## src/source/ooo_pkg.sv

```systemverilog
`default_nettype none

package ooo_pkg;

    // datapath and tag sizes
    localparam int xlen     = 32;
    localparam int tag_w    = 6;    // tag 0 is a legal tag

    // station geometry
    localparam int rs_count = 4;
    localparam int rs_depth = 4;    // entries per station
    localparam int rs_idx_w = 2;    // selects one of rs_count stations
    localparam int rs_ent_w = 2;    // selects one of rs_depth entries

    // integer ops handled by the single execution unit
    typedef enum logic [2:0] {
        alu_add = 3'd0,
        alu_sub = 3'd1,
        alu_and = 3'd2,
        alu_or  = 3'd3,
        alu_xor = 3'd4,
        alu_sll = 3'd5,  // shift amount from b[4:0]
        alu_srl = 3'd6,
        alu_slt = 3'd7   // signed compare, 0 or 1
    } alu_op_e;

    function automatic logic [xlen-1:0] alu_result(
        input alu_op_e         op,
        input logic [xlen-1:0] a,
        input logic [xlen-1:0] b
    );
        logic [xlen-1:0] res;
        case (op)
            alu_add: res = a + b;
            alu_sub: res = a - b;
            alu_and: res = a & b;
            alu_or:  res = a | b;
            alu_xor: res = a ^ b;
            alu_sll: res = a << b[4:0];
            alu_srl: res = a >> b[4:0];
            alu_slt: res = {{(xlen-1){1'b0}}, ($signed(a) < $signed(b))};
            default: res = '0;
        endcase
        return res;
    endfunction

endpackage

`default_nettype wire

```

## src/source/dispatch_router.sv

```systemverilog
`timescale 1ns/1ps
`default_nettype none

module dispatch_router (
    input  wire                          clock,
    input  wire                          rst_n,
    input  wire                          flush,           // no accept during flush
    input  wire                          dispatch_valid,
    input  wire [ooo_pkg::rs_count-1:0]  station_full,
    output logic [ooo_pkg::rs_count-1:0] station_load,    // one-hot or zero
    output logic                         dispatch_stall
);

    logic [ooo_pkg::rs_idx_w-1:0] rr_ptr;      // next station to try first
    logic [ooo_pkg::rs_idx_w-1:0] pick_idx;
    logic                         pick_found;  // some station has room
    logic                         accept;

    // first non-full station at or after the pointer
    always_comb begin
        logic [ooo_pkg::rs_idx_w-1:0] cand;
        pick_found = 1'b0;
        pick_idx   = rr_ptr;
        cand       = rr_ptr;
        for (int i = 0; i < ooo_pkg::rs_count; i++) begin
            cand = rr_ptr + i[ooo_pkg::rs_idx_w-1:0];  // wraps at rs_count
            if (!pick_found && !station_full[cand]) begin
                pick_found = 1'b1;
                pick_idx   = cand;
            end
        end
    end

    assign dispatch_stall = flush | ~pick_found;  // all full, or flushing
    assign accept         = dispatch_valid & ~dispatch_stall;

    always_comb begin
        station_load = '0;
        if (accept) begin
            station_load[pick_idx] = 1'b1;
        end
    end

    // pointer moves past the station just loaded
    always_ff @(posedge clock or negedge rst_n) begin
        if (!rst_n) begin
            rr_ptr <= '0;
        end else if (accept) begin
            rr_ptr <= pick_idx + 1'b1;
        end
    end

endmodule

`default_nettype wire

```

## src/source/reservation_station.sv

```systemverilog
`timescale 1ns/1ps
`default_nettype none

module reservation_station (
    input  wire                          clock,
    input  wire                          rst_n,
    input  wire                          flush,         // drops every entry
    input  wire                          load,          // from the router
    input  wire ooo_pkg::alu_op_e        op,
    input  wire [ooo_pkg::tag_w-1:0]     dst_tag,
    input  wire                          src1_ready,
    input  wire [ooo_pkg::tag_w-1:0]     src1_tag,
    input  wire [ooo_pkg::xlen-1:0]      src1_value,
    input  wire                          src2_ready,
    input  wire [ooo_pkg::tag_w-1:0]     src2_tag,
    input  wire [ooo_pkg::xlen-1:0]      src2_value,
    input  wire                          result_valid,  // broadcast snoop
    input  wire [ooo_pkg::tag_w-1:0]     result_tag,
    input  wire [ooo_pkg::xlen-1:0]      result_value,
    input  wire                          grant,         // pops the offered entry
    output logic                         full,
    output logic                         ready,
    output ooo_pkg::alu_op_e             issue_op,
    output logic [ooo_pkg::xlen-1:0]     issue_a,
    output logic [ooo_pkg::xlen-1:0]     issue_b,
    output logic [ooo_pkg::tag_w-1:0]    issue_tag
);

    ////////////////////
    // entry storage, kept compacted so slot 0 is the oldest
    logic [ooo_pkg::rs_depth-1:0] ent_valid;
    logic [ooo_pkg::rs_depth-1:0] ent_fresh;  // loaded at the last edge
    logic [ooo_pkg::rs_depth-1:0] ent_rdy1;
    logic [ooo_pkg::rs_depth-1:0] ent_rdy2;
    ooo_pkg::alu_op_e             ent_op   [ooo_pkg::rs_depth];
    logic [ooo_pkg::tag_w-1:0]    ent_dst  [ooo_pkg::rs_depth];
    logic [ooo_pkg::tag_w-1:0]    ent_tag1 [ooo_pkg::rs_depth];
    logic [ooo_pkg::tag_w-1:0]    ent_tag2 [ooo_pkg::rs_depth];
    logic [ooo_pkg::xlen-1:0]     ent_val1 [ooo_pkg::rs_depth];
    logic [ooo_pkg::xlen-1:0]     ent_val2 [ooo_pkg::rs_depth];

    // sources after snooping the result bus
    logic [ooo_pkg::rs_depth-1:0] wk_rdy1;
    logic [ooo_pkg::rs_depth-1:0] wk_rdy2;
    logic [ooo_pkg::xlen-1:0]     wk_val1  [ooo_pkg::rs_depth];
    logic [ooo_pkg::xlen-1:0]     wk_val2  [ooo_pkg::rs_depth];
    logic                         in_rdy1;
    logic                         in_rdy2;
    logic [ooo_pkg::xlen-1:0]     in_val1;
    logic [ooo_pkg::xlen-1:0]     in_val2;

    logic [ooo_pkg::rs_depth-1:0] eligible;
    logic [ooo_pkg::rs_ent_w-1:0] sel_idx;    // oldest eligible slot
    logic                         pop;
    logic [ooo_pkg::rs_depth-1:0] shift;      // slot takes from the one above
    logic [ooo_pkg::rs_depth-1:0] keep_valid;
    logic [ooo_pkg::rs_depth-1:0] take_new;   // slot receives the load
    logic [ooo_pkg::rs_ent_w-1:0] src_idx  [ooo_pkg::rs_depth];
    logic [ooo_pkg::rs_ent_w-1:0] free_idx;

    ////////////////////
    // wakeup
    always_comb begin
        for (int i = 0; i < ooo_pkg::rs_depth; i++) begin
            wk_rdy1[i] = ent_rdy1[i] | (result_valid && ent_tag1[i] == result_tag);
            wk_rdy2[i] = ent_rdy2[i] | (result_valid && ent_tag2[i] == result_tag);
            wk_val1[i] = ent_rdy1[i] ? ent_val1[i] : result_value;
            wk_val2[i] = ent_rdy2[i] ? ent_val2[i] : result_value;
        end
    end

    // same-cycle broadcast caught at load
    assign in_rdy1 = src1_ready | (result_valid && src1_tag == result_tag);
    assign in_rdy2 = src2_ready | (result_valid && src2_tag == result_tag);
    assign in_val1 = src1_ready ? src1_value : result_value;
    assign in_val2 = src2_ready ? src2_value : result_value;

    ////////////////////
    // select and issue
    assign eligible = ent_valid & ent_rdy1 & ent_rdy2 & ~ent_fresh;

    always_comb begin
        sel_idx = '0;
        for (int i = ooo_pkg::rs_depth - 1; i >= 0; i--) begin
            if (eligible[i]) sel_idx = i[ooo_pkg::rs_ent_w-1:0];  // lowest wins
        end
    end

    assign ready     = |eligible;
    assign full      = ent_valid[ooo_pkg::rs_depth-1];  // top slot used
    assign pop       = grant & ready;
    assign issue_op  = ent_op[sel_idx];
    assign issue_a   = ent_val1[sel_idx];
    assign issue_b   = ent_val2[sel_idx];
    assign issue_tag = ent_dst[sel_idx];

    // close the gap left by a pop, then append the load
    always_comb begin
        int src;
        free_idx = ooo_pkg::rs_ent_w'(ooo_pkg::rs_depth - 1);
        for (int i = 0; i < ooo_pkg::rs_depth; i++) begin
            shift[i]      = pop && (i >= int'(sel_idx));
            src           = (shift[i] && i < ooo_pkg::rs_depth - 1) ? i + 1 : i;
            src_idx[i]    = src[ooo_pkg::rs_ent_w-1:0];
            keep_valid[i] = (shift[i] && i == ooo_pkg::rs_depth - 1) ? 1'b0
                                                                      : ent_valid[src_idx[i]];
        end
        for (int i = ooo_pkg::rs_depth - 1; i >= 0; i--) begin
            if (!keep_valid[i]) free_idx = i[ooo_pkg::rs_ent_w-1:0];
        end
        take_new = '0;
        if (load) take_new[free_idx] = 1'b1;  // router only loads when not full
    end

    always_ff @(posedge clock or negedge rst_n) begin
        if (!rst_n) begin
            ent_valid <= '0;
            ent_fresh <= '0;
            ent_rdy1  <= '0;
            ent_rdy2  <= '0;
        end else if (flush) begin
            ent_valid <= '0;
            ent_fresh <= '0;
        end else begin
            for (int i = 0; i < ooo_pkg::rs_depth; i++) begin
                ent_valid[i] <= keep_valid[i] | take_new[i];
                ent_fresh[i] <= take_new[i];  // not offered until next cycle
                ent_rdy1[i]  <= take_new[i] ? in_rdy1 : wk_rdy1[src_idx[i]];
                ent_rdy2[i]  <= take_new[i] ? in_rdy2 : wk_rdy2[src_idx[i]];
            end
        end
    end

    // payload follows the same move as the control bits
    always_ff @(posedge clock) begin
        for (int i = 0; i < ooo_pkg::rs_depth; i++) begin
            if (take_new[i]) begin
                ent_op[i]   <= op;
                ent_dst[i]  <= dst_tag;
                ent_tag1[i] <= src1_tag;
                ent_tag2[i] <= src2_tag;
                ent_val1[i] <= in_val1;
                ent_val2[i] <= in_val2;
            end else begin
                ent_op[i]   <= ent_op[src_idx[i]];
                ent_dst[i]  <= ent_dst[src_idx[i]];
                ent_tag1[i] <= ent_tag1[src_idx[i]];
                ent_tag2[i] <= ent_tag2[src_idx[i]];
                ent_val1[i] <= wk_val1[src_idx[i]];
                ent_val2[i] <= wk_val2[src_idx[i]];
            end
        end
    end

endmodule

`default_nettype wire

```

## src/source/issue_select.sv

```systemverilog
`timescale 1ns/1ps
`default_nettype none

module issue_select (
    input  wire                          clock,
    input  wire                          rst_n,
    input  wire                          flush,          // no grant while flushing
    input  wire [ooo_pkg::rs_count-1:0]  station_ready,
    output logic [ooo_pkg::rs_count-1:0] grant,          // one-hot or zero
    output logic                         grant_valid,
    output logic [ooo_pkg::rs_idx_w-1:0] grant_idx
);

    logic [ooo_pkg::rs_idx_w-1:0] prio;  // highest priority station this cycle

    // scan ready stations starting at prio
    always_comb begin
        logic [ooo_pkg::rs_idx_w-1:0] cand;
        logic                         found;
        found     = 1'b0;
        grant_idx = prio;
        cand      = prio;
        for (int i = 0; i < ooo_pkg::rs_count; i++) begin
            cand = prio + i[ooo_pkg::rs_idx_w-1:0];
            if (!found && station_ready[cand]) begin
                found     = 1'b1;
                grant_idx = cand;
            end
        end
        grant_valid = found & ~flush;
    end

    always_comb begin
        grant = '0;
        if (grant_valid) begin
            grant[grant_idx] = 1'b1;
        end
    end

    // winner drops to lowest priority
    always_ff @(posedge clock or negedge rst_n) begin
        if (!rst_n) begin
            prio <= '0;
        end else if (grant_valid) begin
            prio <= grant_idx + 1'b1;
        end
    end

endmodule

`default_nettype wire

```

## src/source/alu_exec.sv

```systemverilog
`timescale 1ns/1ps
`default_nettype none

module alu_exec (
    input  wire                          clock,
    input  wire                          rst_n,
    input  wire                          flush,         // kills the result in flight
    input  wire                          grant_valid,
    input  wire ooo_pkg::alu_op_e        op,
    input  wire [ooo_pkg::xlen-1:0]      a,
    input  wire [ooo_pkg::xlen-1:0]      b,
    input  wire [ooo_pkg::tag_w-1:0]     tag,
    output logic                         result_valid,  // one-cycle strobe
    output logic [ooo_pkg::tag_w-1:0]    result_tag,
    output logic [ooo_pkg::xlen-1:0]     result_value
);

    // result bus strobe
    always_ff @(posedge clock or negedge rst_n) begin
        if (!rst_n) begin
            result_valid <= 1'b0;
        end else begin
            result_valid <= grant_valid & ~flush;
        end
    end

    // tag and value only move on a grant
    always_ff @(posedge clock) begin
        if (grant_valid) begin
            result_tag   <= tag;
            result_value <= ooo_pkg::alu_result(op, a, b);
        end
    end

endmodule

`default_nettype wire

```

## src/source/ooo_issue_core.sv

```systemverilog
`timescale 1ns/1ps
`default_nettype none

module ooo_issue_core (
    input  wire                          clock,
    input  wire                          rst_n,
    input  wire                          flush,           // mispredict pulse
    // renamed op from outside, held stable under stall
    input  wire                          dispatch_valid,
    input  wire ooo_pkg::alu_op_e        dispatch_op,
    input  wire [ooo_pkg::tag_w-1:0]     dispatch_tag,
    input  wire                          src1_ready,
    input  wire [ooo_pkg::tag_w-1:0]     src1_tag,
    input  wire [ooo_pkg::xlen-1:0]      src1_value,
    input  wire                          src2_ready,
    input  wire [ooo_pkg::tag_w-1:0]     src2_tag,
    input  wire [ooo_pkg::xlen-1:0]      src2_value,
    output logic                         dispatch_stall,
    // result bus, also the wakeup broadcast
    output logic                         result_valid,
    output logic [ooo_pkg::tag_w-1:0]    result_tag,
    output logic [ooo_pkg::xlen-1:0]     result_value
);

    logic [ooo_pkg::rs_count-1:0] station_load;
    logic [ooo_pkg::rs_count-1:0] station_full;
    logic [ooo_pkg::rs_count-1:0] station_ready;
    logic [ooo_pkg::rs_count-1:0] grant;
    logic                         grant_valid;
    logic [ooo_pkg::rs_idx_w-1:0] grant_idx;

    // per-station issue fields
    ooo_pkg::alu_op_e             rs_op  [ooo_pkg::rs_count];
    logic [ooo_pkg::xlen-1:0]     rs_a   [ooo_pkg::rs_count];
    logic [ooo_pkg::xlen-1:0]     rs_b   [ooo_pkg::rs_count];
    logic [ooo_pkg::tag_w-1:0]    rs_tag [ooo_pkg::rs_count];

    ////////////////////
    // dispatch
    dispatch_router u_router (
        .clock(clock), .rst_n(rst_n), .flush(flush),
        .dispatch_valid(dispatch_valid),
        .station_full(station_full),
        .station_load(station_load),
        .dispatch_stall(dispatch_stall)
    );

    ////////////////////
    // stations, all the same kind
    for (genvar g = 0; g < ooo_pkg::rs_count; g++) begin : g_rs
        reservation_station u_rs (
            .clock(clock), .rst_n(rst_n), .flush(flush),
            .load(station_load[g]),
            .op(dispatch_op), .dst_tag(dispatch_tag),
            .src1_ready(src1_ready), .src1_tag(src1_tag), .src1_value(src1_value),
            .src2_ready(src2_ready), .src2_tag(src2_tag), .src2_value(src2_value),
            .result_valid(result_valid), .result_tag(result_tag),
            .result_value(result_value),
            .grant(grant[g]),
            .full(station_full[g]),
            .ready(station_ready[g]),
            .issue_op(rs_op[g]), .issue_a(rs_a[g]), .issue_b(rs_b[g]),
            .issue_tag(rs_tag[g])
        );
    end

    ////////////////////
    // issue and execute
    issue_select u_select (
        .clock(clock), .rst_n(rst_n), .flush(flush),
        .station_ready(station_ready),
        .grant(grant),
        .grant_valid(grant_valid),
        .grant_idx(grant_idx)
    );

    alu_exec u_alu (
        .clock(clock), .rst_n(rst_n), .flush(flush),
        .grant_valid(grant_valid),
        .op(rs_op[grant_idx]),      // granted station's oldest ready entry
        .a(rs_a[grant_idx]),
        .b(rs_b[grant_idx]),
        .tag(rs_tag[grant_idx]),
        .result_valid(result_valid),
        .result_tag(result_tag),
        .result_value(result_value)
    );

endmodule

`default_nettype wire

```

## config.mk

```make
export PLATFORM = sky130hd
export DESIGN_NAME = ooo_issue_core
export DESIGN_NICKNAME = d
export VERILOG_FILES = /design/src/source/ooo_pkg.sv /design/src/source/dispatch_router.sv /design/src/source/reservation_station.sv /design/src/source/issue_select.sv /design/src/source/alu_exec.sv /design/src/source/ooo_issue_core.sv
export SDC_FILE = /design/constraint.sdc
export NUM_CORES = 2
export LEC_CHECK = 0
export BUFFER_PORTS_ARGS = -buffer_cell sky130_fd_sc_hd__buf_2
export CAP_MARGIN = 0
export CORE_ASPECT_RATIO = 1.75
export CORE_UTILIZATION = 55
export CTS_BUF_LIST = sky130_fd_sc_hd__clkbuf_8
export DETAILED_ROUTE_END_ITERATION = 6
export GPL_TIMING_DRIVEN = 0
export PLACE_DENSITY_LB_ADDON = 0.1
export SLEW_MARGIN = 40
export SYNTH_ARGS = -nofsm -noshare
export SYNTH_HDL_FRONTEND = slang
export SYNTH_SLANG_ARGS = --single-unit
```

## constraint.sdc

```tcl
create_clock -name clock -period 7.18 [get_ports clock]
set_clock_uncertainty 0.15 [all_clocks]
set_input_delay 0.359 -clock clock [delete_from_list [all_inputs] [get_ports clock]]
set_output_delay 0.359 -clock clock [all_outputs]
set_load 0.005 [all_outputs]
```

==> flow_summary.ini, run 1 <==
[cts]
cts-root-buf = clkbuf_8
numClockSinks = 1467
clock_path_buffers = 4
cts_made_buffers = 225
h-tree-depth = 4

[floorplanning]
initial_utilization_pct = 55.5
ios = 131
rows = 191
chipWidth_um = 301
dieHeight_um = 525

[logic_synthesis]
ys.flop_type = dfxtp_1
synth_seq_cells = 1467
seq_area_frac_synth_pct = 38.8
syn_area_mm2 = 0.0861
synth_edf_count = 374
synthCells = 9952
synthTopCellsByArea = dfxtp_1 (24%), edfxtp_1 (13%), mux2i_1 (8.4%), o22a_1 (6.5%), o211ai_1 (5.8%)
syn_nets = 10150
async_flop_share_pct = 4.70
synth_warnings = 0
synth_cell_types = 101
synth_area_leader_cell = dfxtp_1
synth_top_area_share_pct = 23.8
synth_area_per_cell_um2 = 8.65

[outcome]
error_line = [ERROR GRT-0116] Global routing finished with congestion. Check the congestion regions in the DRC Viewer.
stop_stage = 5_1_grt
status = stopped before the end

[global_route]
track_usage_pct = 80.2
overflow = 2088
grt_max_degree = 49
first_global_vias = 107802
grt_first_pass_wirelength_um = 940000

[placement]
hpwlAfterDp_um = 410000
port-buffer-count = 128
placedCellCount = 12143
place_congestion = 1.26
-- repair_timing --
item / 4_1_cts
hold buffers: 91
buffers inserted: 35
endpoints found under the setup margin: 1667
pin swaps: 27
endpoints found under the hold margin: 621
gates resized for setup: 248
-- cell families after synthesis --
kind of cell	share of synthesized area, %
buf+inv	5.84
simple gates	12.8
fa+ha+maj	1.57
compound gates	29.3
flops	38.8
mux	9.37
xor+xnor	2.31
-- per-layer routing --
metal,track usage [%],overflow
met5,33.8,4
met4,83.6,807
met3,65.2,69
met2,95.8,1161
met1,78.9,47
-- synthesized netlist by cell type, types with 27 or more instances --
library cell,count
nand3_1,27
or3_1,141
buf_2,54
o22ai_1,153
o21ai_0,943
dfrtp_1,69
ha_1,105
mux2_2,59
nor3_1,42
clkbuf_1,937
nand4_1,46
a21oi_1,435
nor2b_1,265
o22a_1,641
buf_1,76
dfxtp_1,1024
nor4_1,35
nor2_1,432
edfxtp_1,374
mux2i_1,719
a31oi_1,130
nand2_1,1191
inv_1,125
and3_1,137
o211ai_1,667
xnor2_1,120
a311oi_1,118
buf_4,34
a211oi_1,424
xor2_1,107
-- metrics by stage --
stage	hold WS, ns	util [%]	instance area [um^2]	TNS, ns	worst slack (ns)
after floorplan	-0.0866	-	86100	0	0.688
after global placement	0.376	57.6	89300	-4898.03	-6.33
after detailed placement	0.0891	58.6	90900	-1418.13	-3.69
after CTS	0.0209	62.7	97200	-0.106	-0.106
==> run 2: changes to the inputs <==
CORE_ASPECT_RATIO = not set   (was 1.75)
CORE_UTILIZATION = 40   (was 55)
CTS_BUF_LIST = not set   (was sky130_fd_sc_hd__clkbuf_8)
PLACE_DENSITY_LB_ADDON = 0.15   (was 0.1)
==> run 2 against run 1 <==
Net effect: the flow now finishes, with violations (DRC, setup timing); synthesized cell count unchanged; area after synthesis is the same.
==> flow_summary.ini, run 2 <==
[outcome]
status = finished with violations
violations = DRC, setup timing

[setup_path]
critical_path.max_stage_delay_ns = 0.85
crit_chain = and4b_1, nor4_4, nand3_2, a32oi_4, buf_12, buf_12, buf_16, buf_16, buf_16, clkbuf_16, clkbuf_2, ha_1, nand2_1, or2_2, clkbuf_1, nand2_1, nand2_1, clkbuf_1, o211ai_1, o21ai_0
path_delay_family = simple AND/OR/NAND/NOR gates
required_ns = 7.76
worst-path-max-fanout = 11
r2r-start = g_rs[3].u_rs.ent_rdy1[0]$_DFFE_PN0N_
end_kind = flop
cp-start-kind = flop
crit_buf_inv = 9
cpMaxStageDelayCell = nand2_1
reg2reg_to = g_rs[1].u_rs.ent_val2[1][11]$_DFF_P_
rrSetupSlack_ns = -0.18
reg2reg_depth = 20
path_class = flop to flop
crit_arrival_ns = 7.94

[logic_synthesis]
synthTopCellsByArea = dfxtp_1 (24%), edfxtp_1 (13%), mux2i_1 (8.4%), o22a_1 (6.5%), o211ai_1 (5.8%)
synth_xor_area_share_pct = 2.31
synth_top_area_share_pct = 23.8
yosysMostFrequentCell = nand2_1
synth_warnings = 0
synth_edf_count = 374
synth_cell_types = 101
synth_seq_cells = 1467
synth_area_leader_cell = dfxtp_1
synthCells = 9952
syn_area_mm2 = 0.0861
syn_nets = 10150
synth_fa_ha_area_share_pct = 1.57
synth_simple_gate_area_share_pct = 12.8
synth_area_per_cell_um2 = 8.65
ys.flop_type = dfxtp_1
synth-compound-area-share_pct = 29.3
synth_common_cells = nand2_1 (1191), dfxtp_1 (1024), o21ai_0 (943)
synthMuxAreaShare_pct = 9.37
synth_top_family_by_area = compound AO/OA/AOI/OAI gates
seq_area_frac_synth_pct = 38.8
async_flop_share_pct = 4.70

[cts]
cts-root-buf = clkbuf_16
cts_tree = yes
cts_made_buffers = 178
path_clk_slew_ns = 0.06
numClockSinks = 1467
h-tree-depth = 4
clock_path_buffers = 3
clk_latency_ns = 0.91

[global_route]
first_global_vias = 88131
grt_first_pass_wirelength_um = 759000
track_usage_pct = 51.0
antenna_found_initial = 69
overflow = 0
grt_max_degree = 46

[sta]
fin_tns_setup_ns = -10.30
fmax_ghz = 0.136
hold_viol = 0
maxSlewViolCount = 0
fin_ws_ns = -0.176
tightestPinTransition_ns = 1.04
max-slew-margin-rel_pct = 30.4
fin_crit_ns = 7.36
finalSetupViolations = 126
fin_crit_sh_pct = 102

[layout]
final_nets = 10664
area.sequential_mm2 = 0.0335
finalInstanceArea_mm2 = 0.101
layout_commonest_cell = nand2_1
reg_top3 = g_rs.u_rs.ent_val1 x512, g_rs.u_rs.ent_val2 x512
syn_to_final_growth_pct = 17.7
multi_input_area_mm2 = 0.0491
num-fill-cells = 20628
mostFrequentLayoutCells = nand2_1 (1169), dfxtp_1 (1024), o21ai_0 (906)
layout-drive-gt1-share_pct = 12.6

[route]
drtPass1Iterations = 7
drcViolationCount = 15
ant_nets = 0
vias_per_cell = 7.14
drtIter0Drc = 15461
wl_um = 573000
dr_total_vias = 96319
wl_per_cell_um = 42.5

[power]
worst_ir_drop_vdd_mv = 0.334
leakage_nw = 38.1
power.density_mw_per_mm2 = 575

[flow_run]
maxCapViolCount = 0

[floorplanning]
dieHeight_um = 466
ios = 131
core_mm2 = 0.213
initial_utilization_pct = 40.4
chipWidth_um = 466
rows = 169
die-area_mm2 = 0.217

[placement]
place_congestion = 1.10
placed_area_mm2 = 0.0925
port-buffer-count = 128
hpwlAfterDp_um = 431000

[hold_path]
worstHoldPathType = input port to flop
hold_end = g_rs[1].u_rs.ent_val2[1][0]$_DFF_P_
whs_path_depth = 3
hp-start = src2_value[0]
[run 2: final cells by class]
| cell class | count | share of cell area, % |
|---|---|---|
| inverter | 136 | 0.506 |
| clock inverter | 48 | 0.507 |
| buffer | 1098 | 5.42 |
| multi-input combinational | 7233 | 48.4 |
| sequential | 1467 | 33.0 |
| clock buffer | 266 | 5.07 |
| tap | 2821 | 3.48 |
| timing repair buffer | 352 | 3.39 |
| antenna | 78 | 0.193 |
[run 2: layer usage]
metal | vias to the layer above | routed length (um) | GRT usage, % | share of wire [%]
met1 | 47305 | 203000 | 59.4 | 35
met5 | - | 695 | 0.769 | 0.12
met3 | 2382 | 79300 | 21.3 | 14
met4 | 56 | 63500 | 47.0 | 11
met2 | 8238 | 227000 | 70.3 | 40
li1 | 38338 | - | - | -
[run 2: worst max-delay path by stage]
stage,startpoint,cells after the start,slack [ns],endpoint
after global placement,g_rs[1].u_rs.ent_rdy1[0]$_DFFE_PN0N_,20,-6.41,g_rs[0].u_rs.ent_dst[2][3]$_DFFE_PP_
after floorplan,g_rs[3].u_rs.ent_valid[3]$_DFF_PN0_,28,0.69,u_alu.result_value[28]$_DFFE_PP_
after detailed placement,g_rs[2].u_rs.ent_rdy2[3]$_DFFE_PN0N_,27,-3.41,u_alu.result_value[31]$_DFFE_PP_
after global routing,g_rs[3].u_rs.ent_valid[3]$_DFF_PN0_,30,-0.02,u_alu.result_value[18]$_DFFE_PP_
after CTS,g_rs[3].u_rs.ent_fresh[2]$_DFF_PN0_,30,-0.09,u_alu.result_value[31]$_DFFE_PP_
final,g_rs[3].u_rs.ent_rdy1[0]$_DFFE_PN0N_,20,-0.18,g_rs[1].u_rs.ent_val2[1][11]$_DFF_P_
[run 2: repair_timing]
item / 4_1_cts / 5_1_grt
gates cloned: 0 / 1
setup endpoints to repair: 1659 / 440
endpoints found under the hold margin: 565 / 0
setup buffers: 44 / 24
hold buffers: 87 / 0
pin swaps: 32 / 18
resized for setup: 273 / 154
[run 2: metrics by stage]
stage	setup WS (ns)	power, mW	util (%)	hold slack [ns]	instances
finish	-0.176	58.3	47.6	0.0556	13499
global route	-0.0169	59.5	47.5	0.0389	13429
floorplan	0.688	32.4	-	-0.0866	9952
global placement	-6.41	44.6	42.4	0.371	12901
detailed placement	-3.41	45.3	43.5	0.125	12964
CTS	-0.0905	55.3	47.1	0.0186	13399
[run 2: logic make-up (layout without fill, tap and decap cells)]
logic type / after synthesis / in the layout
compound gates: 3710 / 3710
simple gates: 2397 / 2397
flops: 1467 / 1467
buf+inv: 1252 / 1900
mux: 792 / 792
xor+xnor: 227 / 227
fa+ha+maj: 107 / 107
other cells: 0 / 78
[run 2: power breakdown]
group	total, mW	switching (mW)	internal [mW]
registers	14.1	2.54	11.6
clock network	9.27	4.09	5.18
logic	34.9	23.0	11.9
[run 2: worst min-delay path, delay by kind of cell]
family | cells | cell delay (ns)
AO/OA/AOI/OAI | 1 | 0.23
buffers and inverters | 1 | 0.20
multiplexers | 1 | 0.29
(Power assumes the default switching activity.)
